### src/design/cpu_sm_pkg.sv
// CPU bus master package: state and term encodings, control bundles, widths
package cpu_sm_pkg;

    // Width of the FIFO longword pointers
    localparam int PTR_W = 4;

    // One term per state and branch condition
    localparam int N_TERMS = 24;

    typedef enum logic [4:0] {
        ST_IDLE       = 5'd0,
        ST_REQ        = 5'd1,   // bus requested
        ST_GRANT_WAIT = 5'd2,
        ST_WR_ADDR    = 5'd3,
        ST_WR_DATA    = 5'd4,
        ST_WR_HALF2   = 5'd5,   // low word to a 16-bit port
        ST_RD_ADDR    = 5'd6,
        ST_RD_DATA    = 5'd7,
        ST_RD_HALF2   = 5'd8,
        ST_FLUSH_END  = 5'd9,
        ST_RELEASE    = 5'd10
    } cpu_state_e;

    typedef enum logic [4:0] {
        T_IDLE_REQ, T_IDLE_NOREQ,
        T_REQ_NOGNT, T_REQ_GNT_WR, T_REQ_GNT_RD,
        T_GW_NOGNT, T_GW_GNT_WR, T_GW_GNT_RD,
        T_WRADDR,
        T_WRDATA_MORE, T_WRDATA_LAST, T_WRDATA_FLUSH,
        T_WRHALF2_MORE, T_WRHALF2_LAST, T_WRHALF2_FLUSH,
        T_RDADDR,
        T_RDDATA_MORE, T_RDDATA_LAST, T_RDDATA_FLUSH,
        T_RDHALF2_MORE, T_RDHALF2_LAST, T_RDHALF2_FLUSH,
        T_FLUSH_END,
        T_RELEASE
    } sm_term_e;

    typedef struct packed {
        logic breq;
        logic bgack;
        logic pas;
        logic pds;
        logic size1;
        logic f2cpu_l;
        logic f2cpu_h;
        logic die_l;
        logic die_h;
    } cpu_bus_ctrl_t;

    typedef struct packed {
        logic incfifo;
        logic decfifo;
        logic incni;
        logic incno;
        logic stopflush;
    } fifo_ctrl_t;

endpackage
### src/design/cpu_sm_top.sv
// CPU bus master top: term decoder, output decoder, registers and FIFO pointers
`timescale 1ns/1ps

module cpu_sm_top (
    input  logic                         clk,
    input  logic                         rst_n,
    input  logic                         rdfifo_n,
    input  logic                         rififo_n,
    input  logic                         bgrant_n,
    input  logic                         dsack,
    input  logic                         sterm_n,
    input  logic                         flush,
    output cpu_sm_pkg::cpu_bus_ctrl_t    bus,
    output cpu_sm_pkg::fifo_ctrl_t       fifo,
    output logic [cpu_sm_pkg::PTR_W-1:0] in_ptr,
    output logic [cpu_sm_pkg::PTR_W-1:0] out_ptr
);
    import cpu_sm_pkg::*;

    logic [N_TERMS-1:0] term;
    cpu_state_e         state;
    cpu_state_e         next_state;
    cpu_bus_ctrl_t      next_bus;
    fifo_ctrl_t         next_fifo;

    cpu_sm_terms terms0 (
        .state    (state),
        .rdfifo_n (rdfifo_n),
        .rififo_n (rififo_n),
        .bgrant_n (bgrant_n),
        .flush    (flush),
        .term     (term)
    );

    cpu_sm_outputs outputs0 (
        .term       (term),
        .dsack      (dsack),
        .sterm_n    (sterm_n),
        .next_state (next_state),
        .next_bus   (next_bus),
        .next_fifo  (next_fifo)
    );

    cpu_sm_regs regs0 (
        .clk        (clk),
        .rst_n      (rst_n),
        .next_state (next_state),
        .next_bus   (next_bus),
        .next_fifo  (next_fifo),
        .state      (state),
        .bus        (bus),
        .fifo       (fifo)
    );

    fifo_ptrs ptrs0 (
        .clk     (clk),
        .rst_n   (rst_n),
        .fifo    (fifo),
        .in_ptr  (in_ptr),
        .out_ptr (out_ptr)
    );

endmodule

### src/design/fifo_ptrs.sv
// FIFO longword pointers: in and out counters stepped by the bus master strobes
`timescale 1ns/1ps

module fifo_ptrs (
    input  logic                         clk,
    input  logic                         rst_n,
    input  cpu_sm_pkg::fifo_ctrl_t       fifo,
    output logic [cpu_sm_pkg::PTR_W-1:0] in_ptr,
    output logic [cpu_sm_pkg::PTR_W-1:0] out_ptr
);
    import cpu_sm_pkg::*;

    // In pointer, one step per longword read from memory
    always_ff @(posedge clk) begin
        if (!rst_n) begin
            in_ptr <= '0;
        end else if (fifo.stopflush) begin
            in_ptr <= '0;
        end else if (fifo.incni) begin
            in_ptr <= in_ptr + PTR_W'(1);
        end
    end

    // Out pointer, one step per longword written to memory
    // wraps at 16 like the in pointer
    always_ff @(posedge clk) begin
        if (!rst_n) begin
            out_ptr <= '0;
        end else if (fifo.stopflush) begin
            out_ptr <= '0;
        end else if (fifo.incno) begin
            out_ptr <= out_ptr + PTR_W'(1);
        end
    end

endmodule

### src/design/cpu_sm_regs.sv
// CPU bus master register stage: state and registered bus and FIFO controls
`timescale 1ns/1ps

module cpu_sm_regs (
    input  logic                      clk,
    input  logic                      rst_n,
    input  cpu_sm_pkg::cpu_state_e    next_state,
    input  cpu_sm_pkg::cpu_bus_ctrl_t next_bus,
    input  cpu_sm_pkg::fifo_ctrl_t    next_fifo,
    output cpu_sm_pkg::cpu_state_e    state,
    output cpu_sm_pkg::cpu_bus_ctrl_t bus,
    output cpu_sm_pkg::fifo_ctrl_t    fifo
);
    import cpu_sm_pkg::*;

    // State register
    always_ff @(posedge clk) begin
        if (!rst_n) begin
            state <= ST_IDLE;
        end else begin
            state <= next_state;
        end
    end

    // Bus controls, registered so the strobes leave glitch free
    always_ff @(posedge clk) begin
        if (!rst_n) begin
            bus <= '0;
        end else begin
            bus <= next_bus;
        end
    end

    // FIFO strobes, one-cycle pulses from the decoder
    always_ff @(posedge clk) begin
        if (!rst_n) begin
            fifo <= '0;
        end else begin
            fifo <= next_fifo;
        end
    end

endmodule

### src/design/cpu_sm_outputs.sv
// CPU bus master output decoder: terms and terminations into next state and controls
`timescale 1ns/1ps

module cpu_sm_outputs (
    input  logic [cpu_sm_pkg::N_TERMS-1:0] term,
    input  logic                           dsack,
    input  logic                           sterm_n,
    output cpu_sm_pkg::cpu_state_e         next_state,
    output cpu_sm_pkg::cpu_bus_ctrl_t      next_bus,
    output cpu_sm_pkg::fifo_ctrl_t         next_fifo
);
    import cpu_sm_pkg::*;

    localparam int SW = $bits(cpu_state_e);

    // Termination qualifiers
    logic term_full, term_16, no_term, any_term;

    // Partial sums per data state
    logic wr_data, wr_half2, rd_data, rd_half2;
    logic wr_more_done, wr_last_done, wr_flush_done;
    logic rd_more_done, rd_last_done, rd_flush_done;
    logic wr_done, rd_done;

    // One go signal per next state
    logic go_idle, go_req, go_gw;
    logic go_wr_addr, go_wr_data, go_wr_half2;
    logic go_rd_addr, go_rd_data, go_rd_half2;
    logic go_flush_end, go_release;
    logic strobe_sum;
    logic [SW-1:0] ns_bits;

    // sterm_n has priority over dsack
    assign term_full = ~sterm_n;
    assign term_16   = sterm_n & dsack;
    assign no_term   = sterm_n & ~dsack;
    assign any_term  = ~no_term;

    assign wr_data  = term[T_WRDATA_MORE] | term[T_WRDATA_LAST] | term[T_WRDATA_FLUSH];
    assign wr_half2 = term[T_WRHALF2_MORE] | term[T_WRHALF2_LAST] | term[T_WRHALF2_FLUSH];
    assign rd_data  = term[T_RDDATA_MORE] | term[T_RDDATA_LAST] | term[T_RDDATA_FLUSH];
    assign rd_half2 = term[T_RDHALF2_MORE] | term[T_RDHALF2_LAST] | term[T_RDHALF2_FLUSH];

    // A longword ends on a 32-bit term or on the second 16-bit term
    assign wr_more_done  = (term[T_WRDATA_MORE] & term_full)
                         | (term[T_WRHALF2_MORE] & any_term);
    assign wr_last_done  = (term[T_WRDATA_LAST] & term_full)
                         | (term[T_WRHALF2_LAST] & any_term);
    assign wr_flush_done = (term[T_WRDATA_FLUSH] & term_full)
                         | (term[T_WRHALF2_FLUSH] & any_term);
    assign rd_more_done  = (term[T_RDDATA_MORE] & term_full)
                         | (term[T_RDHALF2_MORE] & any_term);
    assign rd_last_done  = (term[T_RDDATA_LAST] & term_full)
                         | (term[T_RDHALF2_LAST] & any_term);
    assign rd_flush_done = (term[T_RDDATA_FLUSH] & term_full)
                         | (term[T_RDHALF2_FLUSH] & any_term);

    assign wr_done = wr_more_done | wr_last_done | wr_flush_done;
    assign rd_done = rd_more_done | rd_last_done | rd_flush_done;

    // Next-state sums
    assign go_idle      = term[T_IDLE_NOREQ] | term[T_RELEASE];
    assign go_req       = term[T_IDLE_REQ];
    assign go_gw        = term[T_REQ_NOGNT] | term[T_GW_NOGNT];
    assign go_wr_addr   = term[T_REQ_GNT_WR] | term[T_GW_GNT_WR] | wr_more_done;
    assign go_wr_data   = term[T_WRADDR] | (wr_data & no_term);
    assign go_wr_half2  = (wr_data & term_16) | (wr_half2 & no_term);
    assign go_rd_addr   = term[T_REQ_GNT_RD] | term[T_GW_GNT_RD] | rd_more_done;
    assign go_rd_data   = term[T_RDADDR] | (rd_data & no_term);
    assign go_rd_half2  = (rd_data & term_16) | (rd_half2 & no_term);
    assign go_flush_end = wr_flush_done | rd_flush_done;
    assign go_release   = wr_last_done | rd_last_done | term[T_FLUSH_END];

    assign ns_bits = ({SW{go_idle}} & ST_IDLE)
                   | ({SW{go_req}} & ST_REQ)
                   | ({SW{go_gw}} & ST_GRANT_WAIT)
                   | ({SW{go_wr_addr}} & ST_WR_ADDR)
                   | ({SW{go_wr_data}} & ST_WR_DATA)
                   | ({SW{go_wr_half2}} & ST_WR_HALF2)
                   | ({SW{go_rd_addr}} & ST_RD_ADDR)
                   | ({SW{go_rd_data}} & ST_RD_DATA)
                   | ({SW{go_rd_half2}} & ST_RD_HALF2)
                   | ({SW{go_flush_end}} & ST_FLUSH_END)
                   | ({SW{go_release}} & ST_RELEASE);

    assign next_state = cpu_state_e'(ns_bits);

    // Strobes are shared by pas and pds
    assign strobe_sum = go_wr_data | go_wr_half2 | go_rd_data | go_rd_half2;

    always_comb begin
        next_bus.breq  = go_req | go_gw;
        next_bus.bgack = go_wr_addr | go_wr_data | go_wr_half2
                       | go_rd_addr | go_rd_data | go_rd_half2
                       | go_flush_end | go_release;
        next_bus.pas   = strobe_sum;
        next_bus.pds   = strobe_sum;
        next_bus.size1 = go_wr_half2 | go_rd_half2;

        // Both halves first, low half alone on the second 16-bit cycle
        next_bus.f2cpu_h = go_wr_data;
        next_bus.f2cpu_l = go_wr_data | go_wr_half2;
        next_bus.die_h   = go_rd_data;
        next_bus.die_l   = go_rd_data | go_rd_half2;
    end

    always_comb begin
        next_fifo.incno     = wr_done;
        next_fifo.decfifo   = wr_done;
        next_fifo.incni     = rd_done;
        next_fifo.incfifo   = rd_done;
        next_fifo.stopflush = go_flush_end;
    end

endmodule

### src/design/cpu_sm_terms.sv
// CPU bus master term decoder: state and request inputs into a one-hot term vector
`timescale 1ns/1ps

module cpu_sm_terms (
    input  cpu_sm_pkg::cpu_state_e         state,
    input  logic                           rdfifo_n,
    input  logic                           rififo_n,
    input  logic                           bgrant_n,
    input  logic                           flush,
    output logic [cpu_sm_pkg::N_TERMS-1:0] term
);
    import cpu_sm_pkg::*;

    // State decodes, each used once per branch
    logic s_idle, s_req, s_gw;
    logic s_wr_addr, s_wr_data, s_wr_half2;
    logic s_rd_addr, s_rd_data, s_rd_half2;
    logic s_flush_end, s_release;

    // Branch conditions
    logic any_req, granted, wr_more, wr_last, rd_more, rd_last;

    assign s_idle      = (state == ST_IDLE);
    assign s_req       = (state == ST_REQ);
    assign s_gw        = (state == ST_GRANT_WAIT);
    assign s_wr_addr   = (state == ST_WR_ADDR);
    assign s_wr_data   = (state == ST_WR_DATA);
    assign s_wr_half2  = (state == ST_WR_HALF2);
    assign s_rd_addr   = (state == ST_RD_ADDR);
    assign s_rd_data   = (state == ST_RD_DATA);
    assign s_rd_half2  = (state == ST_RD_HALF2);
    assign s_flush_end = (state == ST_FLUSH_END);
    assign s_release   = (state == ST_RELEASE);

    assign any_req = ~rdfifo_n | ~rififo_n;
    assign granted = ~bgrant_n;

    // Flush overrides the burst continuation
    assign wr_more = ~flush & ~rdfifo_n;
    assign wr_last = ~flush & rdfifo_n;
    assign rd_more = ~flush & ~rififo_n;
    assign rd_last = ~flush & rififo_n;

    always_comb begin
        term = '0;

        term[T_IDLE_REQ]   = s_idle & any_req;
        term[T_IDLE_NOREQ] = s_idle & ~any_req;

        // Write wins the grant when both requests are pending
        term[T_REQ_NOGNT]  = s_req & ~granted;
        term[T_REQ_GNT_WR] = s_req & granted & ~rdfifo_n;
        term[T_REQ_GNT_RD] = s_req & granted & rdfifo_n;
        term[T_GW_NOGNT]   = s_gw & ~granted;
        term[T_GW_GNT_WR]  = s_gw & granted & ~rdfifo_n;
        term[T_GW_GNT_RD]  = s_gw & granted & rdfifo_n;

        term[T_WRADDR]        = s_wr_addr;
        term[T_WRDATA_MORE]   = s_wr_data & wr_more;
        term[T_WRDATA_LAST]   = s_wr_data & wr_last;
        term[T_WRDATA_FLUSH]  = s_wr_data & flush;
        term[T_WRHALF2_MORE]  = s_wr_half2 & wr_more;
        term[T_WRHALF2_LAST]  = s_wr_half2 & wr_last;
        term[T_WRHALF2_FLUSH] = s_wr_half2 & flush;

        term[T_RDADDR]        = s_rd_addr;
        term[T_RDDATA_MORE]   = s_rd_data & rd_more;
        term[T_RDDATA_LAST]   = s_rd_data & rd_last;
        term[T_RDDATA_FLUSH]  = s_rd_data & flush;
        term[T_RDHALF2_MORE]  = s_rd_half2 & rd_more;
        term[T_RDHALF2_LAST]  = s_rd_half2 & rd_last;
        term[T_RDHALF2_FLUSH] = s_rd_half2 & flush;

        term[T_FLUSH_END] = s_flush_end;
        term[T_RELEASE]   = s_release;
    end

endmodule

### config.mk
export PLATFORM = sky130hd
export DESIGN_NAME = cpu_sm_top
export DESIGN_NICKNAME = d
export VERILOG_FILES = /design/src/design/cpu_sm_pkg.sv /design/src/design/cpu_sm_top.sv /design/src/design/fifo_ptrs.sv /design/src/design/cpu_sm_regs.sv /design/src/design/cpu_sm_outputs.sv /design/src/design/cpu_sm_terms.sv
export SDC_FILE = /design/constraint.sdc
export NUM_CORES = 1
export LEC_CHECK = 0
export BUFFER_PORTS_ARGS = -buffer_cell sky130_fd_sc_hd__buf_2
export CAP_MARGIN = 20
export CORE_ASPECT_RATIO = 1.75
export CORE_MARGIN = 2
export CORE_UTILIZATION = 55
export CTS_CLUSTER_DIAMETER = 40
export DETAILED_ROUTE_END_ITERATION = 8
export PLACE_DENSITY = 0.79
export SLEW_MARGIN = 30
export SYNTH_ARGS = -nofsm -noshare
export SYNTH_HDL_FRONTEND = slang
export SYNTH_HIERARCHICAL = 1
export SYNTH_SLANG_ARGS = --single-unit
### constraint.sdc
create_clock -name clk -period 2.75 [get_ports clk]
set_clock_uncertainty 0.15 [all_clocks]
set_input_delay 0.275 -clock clk [delete_from_list [all_inputs] [get_ports clk]]
set_output_delay 0.275 -clock clk [all_outputs]
set_load 0.05 [all_outputs]
Word level (Yosys, flattened, before mapping)
Index checks and enable logic that the tools add are counted.

Register bits: 24.

Equal/unequal tests: 9. $add $sub $neg: 2. Reduce and logical (&&, ||, !) cells: 2. Bitwise logic cells: 106.

Operator list (count): 1-bit bitwise AND (45); 1-bit bitwise OR (44); 5-bit by 3-bit equality test with 1-bit output, second input constant (4); 5-bit by 3-bit bitwise OR with 5-bit output (4); 5-bit by 4-bit bitwise OR with 5-bit output (3); 5-bit by 2-bit equality test with 1-bit output, second input constant (2); 5-bit by 4-bit equality test with 1-bit output, second input constant (2); 4-bit by 1-bit adder with 4-bit output, second input constant (2); 1-bit NOT (8); 5-bit by 1-bit equality test with 1-bit output, second input constant (1); 5-bit logical NOT (1); 5-bit by 2-bit bitwise OR with 5-bit output (1); 1-bit by 2-bit bitwise OR with 2-bit output (1); 2-bit OR reduction (1).

Depth between registers and ports, before layout
Gate-level depths: netlist of the first run.

Depth after elaboration: 14. Mapped depth: 9. Mapped depth without buffers: 7.

Modules after synthesis
The synthesis of the first run kept the hierarchy.

Modules (own cells, without submodules): cpu_sm_regs (instances 1, seq. area each 380.4 µm², cells an instance 39, area an instance 529.3 µm²); cpu_sm_outputs (instances 1, seq. area each 0.0 µm², cells an instance 64, area an instance 427.9 µm²); fifo_ptrs (instances 1, seq. area each 160.2 µm², cells an instance 33, area an instance 354.1 µm²); cpu_sm_terms (instances 1, seq. area each 0.0 µm², cells an instance 46, area an instance 336.6 µm²).

Worst setup path after synthesis of the first run
No wires, ideal clock.

Path kind: reg-to-reg. From: register regs0.state[3]. To: register, netlist name regs0/bus[7]. Data required time: 2.543 ns. Buffers on the path: 1. Arrival time: 1.837 ns. Period minus slack after synthesis: 2.044 ns. Setup time: 0.057 ns. Cell stages (with the launch flop): 9. Path slack: 0.706 ns. Cells stage by stage: dfxtp_1 -> buf_6 -> nand4bb_1 -> nor4b_1 -> nor2_1 -> o221ai_1 -> a21oi_1 -> nand4_1 -> and2_2.

RTL lines: from (decl) (RTL line cpu_sm_regs.sv:10) `output cpu_sm_pkg::cpu_state_e state,`; from (signal assigned) (RTL line cpu_sm_regs.sv:21) `state <= next_state;`.

==> results of run 1 <==
-- layer usage --
metal	vias to the layer above	global-route usage [%]
met5	-	0
met4	0	10.29
met3	13	1.422
met2	54	39.00
met1	606	18.58
li1	635	-
-- sequential cells by signal, indices dropped and copies added, names as in the netlist --
register	cells
regs0/bus	9
ptrs0/in_ptr	4
regs0/fifo	5
regs0/state	5
ptrs0/out_ptr	4
-- worst max path at each step --
stage | from | to | slack (ns)
floorplan | regs0/state[3]$_SDFF_PN0_ | regs0/bus[7]$_SDFF_PN0_ | 0.71
global placement | regs0/state[0]$_SDFF_PN0_ | regs0/state[0]$_SDFF_PN0_ | 0.35
detailed placement | regs0/state[0]$_SDFF_PN0_ | regs0/state[1]$_SDFF_PN0_ | 0.36
CTS | regs0/state[0]$_SDFF_PN0_ | regs0/state[0]$_SDFF_PN0_ | 0.33
global route | regs0/state[0]$_SDFF_PN0_ | regs0/state[0]$_SDFF_PN0_ | 0.07
finish | regs0/state[1]$_SDFF_PN0_ | regs0/bus[7]$_SDFF_PN0_ | 0.24
-- cell type report --
type / count / share of cell area [%]
multi-input combinational: 126 / 53.59
sequential: 27 / 31.67
timing repair buffer: 29 / 8.504
clock buffer: 3 / 2.419
tap: 28 / 2.053
inverter: 6 / 1.320
clock inverter: 1 / 0.4399
-- critical path: stages, from the launching register on --
cell and delay, ns:
dfxtp_1 0.43, or3_1 0.50, nor4_1 0.60, nor3_2 0.14, mux2i_1 0.29, a21oi_1 0.13, nand4_1 0.09, and2_2 0.13
-- stage by stage --
stage / util, % / hold slack (ns) / power [mW] / cell area [µm²]
after global routing: 59.62 / 0.2856 / 0.8308 / 1707
after CTS: 59.62 / 0.2632 / 0.8024 / 1707
final: 59.62 / 0.2728 / 0.7946 / 1707
after floorplan: - / 0.2612 / 0.5610 / 1630
after global placement: 57.91 / 0.3318 / 0.5800 / 1658
after detailed placement: 57.91 / 0.3579 / 0.5835 / 1658
-- power by group --
part	leakage [nW]	total, mW	internal [mW]	switching [mW]
Clock	0.0217	0.218	0.103	0.116
Combinational	0.538	0.151	0.0536	0.0971
Sequential	0.219	0.426	0.406	0.0193
Total	0.778	0.795	0.562	0.232
==> metrics.md, run 1 <==
| Metric | Value |
|---|---|
| Status | `finished, final reports clean` |
| Yosys warnings | `6` |
| Max cap viols | `0` |
| Endpoints failing setup | `0` |
| R2r startpoint | `regs0/state[1]$_SDFF_PN0_` |
| RSZ-0062 raised after global routing | `false` |
| Inserted Diodes | `0` |
| Commonest cells after routing, fill and taps aside | `29 x buf_2, 27 x dfxtp_1, 19 x nor2_1` |
| CTS Hold Bufs | `0` |
| Layout Area Growth over Synthesis | `4.682%` |
| Wire per inst | `15.26 µm` |
| Vias/cell | `5.945` |
| Grt total ovfl | `0` |
| WL final | `3357 µm` |
| CTS tree | `yes` |
| Total number of vias | `1,308` |
| Pre-CTS setup slack | `0.3638 ns` |
| Synthesized area | `0.001630 mm²` |
| Initial antenna violation count | `0` |
| Post-DP HPWL | `2687 µm` |
| CP Launch Type | `register` |
| Crit share post-route | `91.16%` |
| Post-Synthesis Net Count | `189` |
| VDD IR max | `0.0002305 V` |
| Syn avg cell area | `9.108 µm²` |
| Total GRT Usage | `20.06%` |
| DIE AREA | `0.003433 mm²` |
| Multi-input logic area | `914.6 µm²` |
| Residual DRC count | `0` |
| Vias in the first global route | `1,214` |
| Final min period | `2.507 ns` |
| Top Metal Used | `met4` |
| Post-Route M1 WL | `1153 µm` |
| Worst-case reg-to-reg path depth | `7` |
| H-tree levels | `1` |
| Root Buffer Master | `clkbuf_8` |
| Post-CTS Setup Inserts | `0` |
| CP arrival | `2.58 ns` |
| Crit-path max FO | `8` |
| Met3 WL post-DR | `158 µm` |
| Pleak | `0.7783 nW` |
| Worst setup margin | `0.2430 ns` |
| Inst Count DP | `216` |
| Fin cells | `220` |
| Final hold violations | `0` |
| FF-to-FF End | `regs0/bus[7]$_SDFF_PN0_` |
| First-pass GRT wire length | `5209 µm` |
| Detailed Route Iter0 Violations | `54` |
| Least-Margin Pin Slew | `0.7337 ns` |
| Core footprint | `0.002863 mm²` |
| WP data required | `2.82 ns` |
| Clock sink count | `27` |
| Layout Nets | `203` |
| WHS Endpoint | `regs0/bus[8]$_SDFF_PN0_` |
| Rel. slew slack | `50.64%` |
| Clk Latency, worst-skew pair | `0.27 ns` |
| Max frequency | `398.9 MHz` |
| Reg clk slew, reported paths | `0.09 ns` |
| Type of the worst setup path | `register to register` |
| TNS Setup | `0 ns` |
| Worst setup EP type | `register` |
| Fillers | `266` |
| Final antenna-violating net count | `0` |
| Routability cong. | `0.9585` |
| Drt first pass iters | `4` |
| Cells after Synth | `179` |
| Commonest non-fill, non-tap cell in the layout | `buf_2` |
| IO buf count | `29` |
| Power density cells | `465.6 mW/mm²` |
| Bufs on Longest Clock Path | `2` |
| Register Area | `540.5 µm²` |
| Num rows | `26` |
| Post-CTS sizing | `0` |
| Share of post-route cells with drive strength above 1 | `33.85%` |
| Met2 Routed Length | `1944 µm` |
| I/O pin cnt | `30` |
| Largest net degree at the start of global routing | `25` |
| Die Span Y | `76.03 µm` |
| Initial Util | `56.95%` |
| Die width | `45.16 µm` |
| Final Max Tran Viols | `0` |
| HP Start | `rst_n` |
| Hold Crit Class | `input port to register` |
| Hold path depth | `2` |
| Num CTS Buffers | `3` |
| R2r setup slk | `0.24 ns` |
No activity file was read; power rests on OpenSTA's default activity.
==> inputs of run 2 (changes only) <==
==> constraint.sdc (replaced) <==
create_clock -name clk -period 3.1 [get_ports clk]
set_clock_uncertainty 0.15 [all_clocks]
set_input_delay 0.31 -clock clk [delete_from_list [all_inputs] [get_ports clk]]
set_output_delay 0.31 -clock clk [all_outputs]
set_load 0.05 [all_outputs]
==> metrics.md, run 2 (synthesized netlist as in run 1, its figures left out) <==
| Metric | Value |
|---|---|
| Clock share of power | `27.6%` |
| Register Area | `540.5 µm²` |
| Top reg by flops | `regs0/bus` |
| Clk Latency, worst-skew pair | `0.27 ns` |
| Post-DP HPWL | `2687 µm` |
| WP data required | `3.17 ns` |
| R2r startpoint | `regs0/state[0]$_SDFF_PN0_` |
| Die width | `45.16 µm` |
| Max cap viols | `0` |
| Endpoints failing setup | `0` |
| Final Max Tran Viols | `0` |
| Pleak | `0.7783 nW` |
| Inserted Diodes | `0` |
| TNS Setup | `0 ns` |
| Sequential Power Share | `53.4%` |
| IO buf count | `29` |
| H-tree levels | `1` |
| Bufs on Longest Clock Path | `2` |
| Grt total ovfl | `0` |
| Share of post-route cells with drive strength above 1 | `33.85%` |
| CP arrival | `2.66 ns` |
| Met3 usage | `1.896%` |
| Switch share | `29.40%` |
| WHS Endpoint | `regs0/bus[8]$_SDFF_PN0_` |
| Root Buffer Master | `clkbuf_8` |
| Pre-CTS setup slack | `0.6511 ns` |
| Initial antenna violation count | `0` |
| Power density cells | `414.1 mW/mm²` |
| Final min period | `2.593 ns` |
| Num CTS Buffers | `3` |
| DIE AREA | `0.003433 mm²` |
| Total GRT Usage | `20.34%` |
| Layout Nets | `203` |
| Inst Count DP | `216` |
| Max frequency | `385.7 MHz` |
| Clock sink count | `27` |
| Routability cong. | `0.9592` |
| I/O pin cnt | `30` |
| Fin cells | `220` |
| Die Span Y | `76.03 µm` |
| Largest net degree at the start of global routing | `25` |
| Multi-input logic area | `914.6 µm²` |
| Most Crowded Layer GR | `met2` |
| Drt first pass iters | `5` |
| CTS Hold Bufs | `0` |
| VDD IR max | `0.0003603 V` |
| Residual DRC count | `0` |
| Post-CTS Setup Inserts | `0` |
| Max reg flops | `9` |
| Top Registers | `regs0/bus x9, regs0/fifo x5, regs0/state x5` |
| Type of the worst setup path | `register to register` |
| Status | `finished, final reports clean` |
| Crit-path max FO | `9` |
| Fillers | `254` |
| Final hold violations | `0` |
| Combinational Power Share | `19.0%` |
| Detailed Route Iter0 Violations | `51` |
| Hold Crit Class | `input port to register` |
| First-pass GRT wire length | `5375 µm` |
| Internal power | `0.4989 mW` |
| Hold WS | `0.3090 ns` |
| Reg clk slew, reported paths | `0.09 ns` |
| FF-to-FF End | `regs0/state[0]$_SDFF_PN0_` |
| Core Util, Final | `59.62%` |
| Total number of vias | `1,285` |
| GRT met2 Usage | `38.29%` |
| R2r setup slk | `0.51 ns` |
| Design Area, Final | `0.001707 mm²` |
| CTS tree | `yes` |
| Rel. slew slack | `48.95%` |
| Vias in the first global route | `1,249` |
| Core footprint | `0.002863 mm²` |
| RSZ-0062 raised after global routing | `false` |
| Vias/cell | `5.841` |
| Overall power | `0.7067 mW` |
| Commonest cells after routing, fill and taps aside | `29 x buf_2, 27 x dfxtp_1, 19 x nor2_1` |
| Commonest non-fill, non-tap cell in the layout | `buf_2` |
| Wire per inst | `15.16 µm` |
| Area post-placement | `0.001658 mm²` |
| Final antenna-violating net count | `0` |
| CP Launch Type | `register` |
| Hold path depth | `2` |
| HP Start | `rst_n` |
| Num rows | `26` |
| WL final | `3336 µm` |
| Switching power | `0.2077 mW` |
| Met1 usage | `21.02%` |
| Worst-case reg-to-reg path depth | `7` |
| Worst setup margin | `0.5073 ns` |
| Initial Util | `56.95%` |
| Layout Area Growth over Synthesis | `4.682%` |
| Worst setup EP type | `register` |
| Post-CTS sizing | `0` |
| Least-Margin Pin Slew | `0.7587 ns` |
| Crit share post-route | `83.64%` |
==> run 2: power groups by stage <==
stage          sequential [mW]  combinational, mW  clock, mW
3_5_place_dp             0.386              0.133          0
6_report                 0.377              0.134      0.195
2_1_floorplan            0.404             0.0938          0
3_3_place_gp             0.384              0.131          0
4_1_cts                  0.377              0.133      0.200
5_1_grt                  0.380              0.145      0.215
==> run 2: worst max-delay path by stage <==
stage                                    startpoint                   endpoint  slack, ns  depth (start not counted)
final                     regs0/state[0]$_SDFF_PN0_  regs0/state[0]$_SDFF_PN0_       0.51                          7
after detailed placement  regs0/state[0]$_SDFF_PN0_  regs0/state[0]$_SDFF_PN0_       0.65                          7
after global placement    regs0/state[0]$_SDFF_PN0_  regs0/state[0]$_SDFF_PN0_       0.70                          7
after CTS                 regs0/state[0]$_SDFF_PN0_  regs0/state[0]$_SDFF_PN0_       0.62                          7
after global routing      regs0/state[0]$_SDFF_PN0_  regs0/state[0]$_SDFF_PN0_       0.33                          7
after floorplan           regs0/state[3]$_SDFF_PN0_    regs0/bus[7]$_SDFF_PN0_       1.06                          8
==> run 2: routing by layer <==
layer  up-vias  part of all wire [%]
met5         -                     0
met4         0                   2.4
met3        10                   4.5
met2        50                    57
met1       591                    36
li1        634                     -
==> run 2: layout make-up <==
| cell class | count | share of cell area, % |
|---|---|---|
| Clock inverter | 1 | 0.4399 |
| Timing Repair Buffer | 29 | 8.504 |
| Inverter | 6 | 1.320 |
| Multi-Input combinational cell | 126 | 53.59 |
| Clock buffer | 3 | 2.419 |
| Tap cell | 28 | 2.053 |
| Sequential cell | 27 | 31.67 |
==> run 2: worst max-delay path, stage by stage (launching register included) <==
cell and delay [ns]:
dfxtp_1 0.53, nand4bb_1 0.28, nor4_1 0.65, a21boi_0 0.18, o21ai_0 0.41, nor2_1 0.11
nand3_1 0.11, and2_1 0.14
==> inputs of run 3 (changes only) <==
==> constraint.sdc (replaced) <==
create_clock -name clk -period 2.6 [get_ports clk]
set_clock_uncertainty 0.15 [all_clocks]
set_input_delay 0.26 -clock clk [delete_from_list [all_inputs] [get_ports clk]]
set_output_delay 0.26 -clock clk [all_outputs]
set_load 0.05 [all_outputs]
==> metrics.md, run 3 (synthesized netlist as in run 1, its figures left out) <==
| Metric | Value |
|---|---|
| Layout Nets | `205` |
| Fillers | `269` |
| Max frequency | `423.1 MHz` |
| IO buf count | `29` |
| Least-Margin Pin Slew | `0.7244 ns` |
| CTS Hold Bufs | `0` |
| CP Launch Type | `register` |
| Detailed Route Iter0 Violations | `38` |
| Final min period | `2.364 ns` |
| Total GRT Usage | `19.39%` |
| Total number of vias | `1,280` |
| Vias/cell | `5.766` |
| Die width | `45.16 µm` |
| TNS Setup | `0 ns` |
| Clock sink count | `27` |
| Grt total ovfl | `0` |
| Num CTS Buffers | `3` |
| Top Metal Used | `met4` |
| Inserted Diodes | `0` |
| H-tree levels | `1` |
| Power density cells | `483.5 mW/mm²` |
| Share of post-route cells with drive strength above 1 | `34.54%` |
| DIE AREA | `0.003433 mm²` |
| Inst Count DP | `218` |
| Layout Area Growth over Synthesis | `5.449%` |
| Largest net degree at the start of global routing | `25` |
| Commonest cells after routing, fill and taps aside | `29 x buf_2, 27 x dfxtp_1, 19 x nor2_1` |
| I/O pin cnt | `30` |
| Post-DP HPWL | `2479 µm` |
| Initial Util | `56.95%` |
| Hold Crit Class | `input port to register` |
| Commonest non-fill, non-tap cell in the layout | `buf_2` |
| Worst setup margin | `0.2363 ns` |
| CP arrival | `2.43 ns` |
| Post-CTS sizing | `0` |
| Crit-path max FO | `8` |
| Pre-CTS setup slack | `0.3244 ns` |
| Rel. slew slack | `51.26%` |
| Met2 Routed Length | `1745 µm` |
| Endpoints failing setup | `0` |
| Num rows | `26` |
| Crit share post-route | `90.91%` |
| Drt first pass iters | `4` |
| Type of the worst setup path | `register to register` |
| Fin cells | `222` |
| Internal power | `0.5934 mW` |
| Status | `finished, final reports clean` |
| Core Util, Final | `60.05%` |
| Post-Route M1 WL | `1149 µm` |
| CTS tree | `yes` |
| Max reg flops | `9` |
| Clock share of power | `27.0%` |
| Max cap viols | `0` |
| Worst setup EP type | `register` |
| Sequential Power Share | `54.0%` |
| Clk Latency, worst-skew pair | `0.27 ns` |
| Final hold violations | `0` |
| Final Max Tran Viols | `0` |
| Area post-placement | `0.001673 mm²` |
| Initial antenna violation count | `0` |
| Root Buffer Master | `clkbuf_8` |
| Design Area, Final | `0.001719 mm²` |
| Reg clk slew, reported paths | `0.09 ns` |
| WP data required | `2.67 ns` |
| First-pass GRT wire length | `5140 µm` |
| Final antenna-violating net count | `0` |
| Core footprint | `0.002863 mm²` |
| Bufs on Longest Clock Path | `2` |
| Routability cong. | `0.9765` |
| Combinational Power Share | `19.0%` |
| Vias in the first global route | `1,217` |
| RSZ-0062 raised after global routing | `false` |
| Switch share | `28.61%` |
| Wire per inst | `14.04 µm` |
| Top reg by flops | `regs0/bus` |
| Switching power | `0.2378 mW` |
| Pleak | `0.7930 nW` |
| Die Span Y | `76.03 µm` |
| Post-CTS Setup Inserts | `0` |
| Residual DRC count | `0` |
| WL final | `3116 µm` |
| Top Registers | `regs0/bus x9, regs0/fifo x5, regs0/state x5` |
| VDD IR max | `0.0002926 V` |
| Met3 WL post-DR | `110 µm` |
-- run 3: changes by cell type in the layout (fill, tap and decap cells not counted), sizes merged --
cell / delta
buf: +2
clkinv: +1
clkinvlp: -1
-- run 3: area by class of cell --
cell class | count | area [µm²] | area share, %
Timing Repair Buffer | 31 | 160.2 | 9.316
Inverter | 6 | 22.52 | 1.310
Sequential cell | 27 | 540.5 | 31.44
Multi-Input combinational cell | 126 | 914.6 | 53.20
Clock buffer | 3 | 41.29 | 2.402
Clock inverter | 1 | 5.005 | 0.2911
Tap cell | 28 | 35.03 | 2.038
-- run 3: metrics by stage --
stage | total power [mW] | hold WS [ns]
after floorplan | 0.5933 | 0.2462
after global placement | 0.6132 | 0.3316
after detailed placement | 0.6152 | 0.3468
after CTS | 0.8442 | 0.2475
after global routing | 0.8788 | 0.2761
final | 0.8313 | 0.2507
-- run 3: power by group through the flow --
stage                     Clock (mW)  Sequential [mW]  Combinational [mW]
after floorplan                    0            0.481               0.112
after CTS                      0.238            0.449               0.157
final                          0.225            0.449               0.158
after global routing           0.254            0.452               0.173
after global placement             0            0.458               0.155
after detailed placement           0            0.459               0.157
-- run 3: worst paths after layout --
path                                start                           end  slack (ns)  depth (start not counted)
min reg2reg  ptrs0/in_ptr[3]$_SDFFE_PP0P_  ptrs0/in_ptr[3]$_SDFFE_PP0P_        0.35                          2
max reg2reg     regs0/state[1]$_SDFF_PN0_       regs0/bus[7]$_SDFF_PN0_        0.24                          7
max             regs0/state[1]$_SDFF_PN0_       regs0/bus[7]$_SDFF_PN0_        0.24                          7
min                                 rst_n     regs0/state[1]$_SDFF_PN0_        0.25                          2
-- run 3: layer usage --
layer,track usage (%),up-vias
met5,0,-
met4,12.06,0
met3,1.422,9
met2,35.00,43
met1,19.70,590
li1,-,638
-- run 3: worst max-delay path, stage by stage (launching register included) --
cell and delay [ns]:
dfxtp_1 0.42, or3_1 0.49, nor4_1 0.51, nor3_2 0.13
mux2i_1 0.24, a21oi_1 0.12, nand4_1 0.10, and2_2 0.13
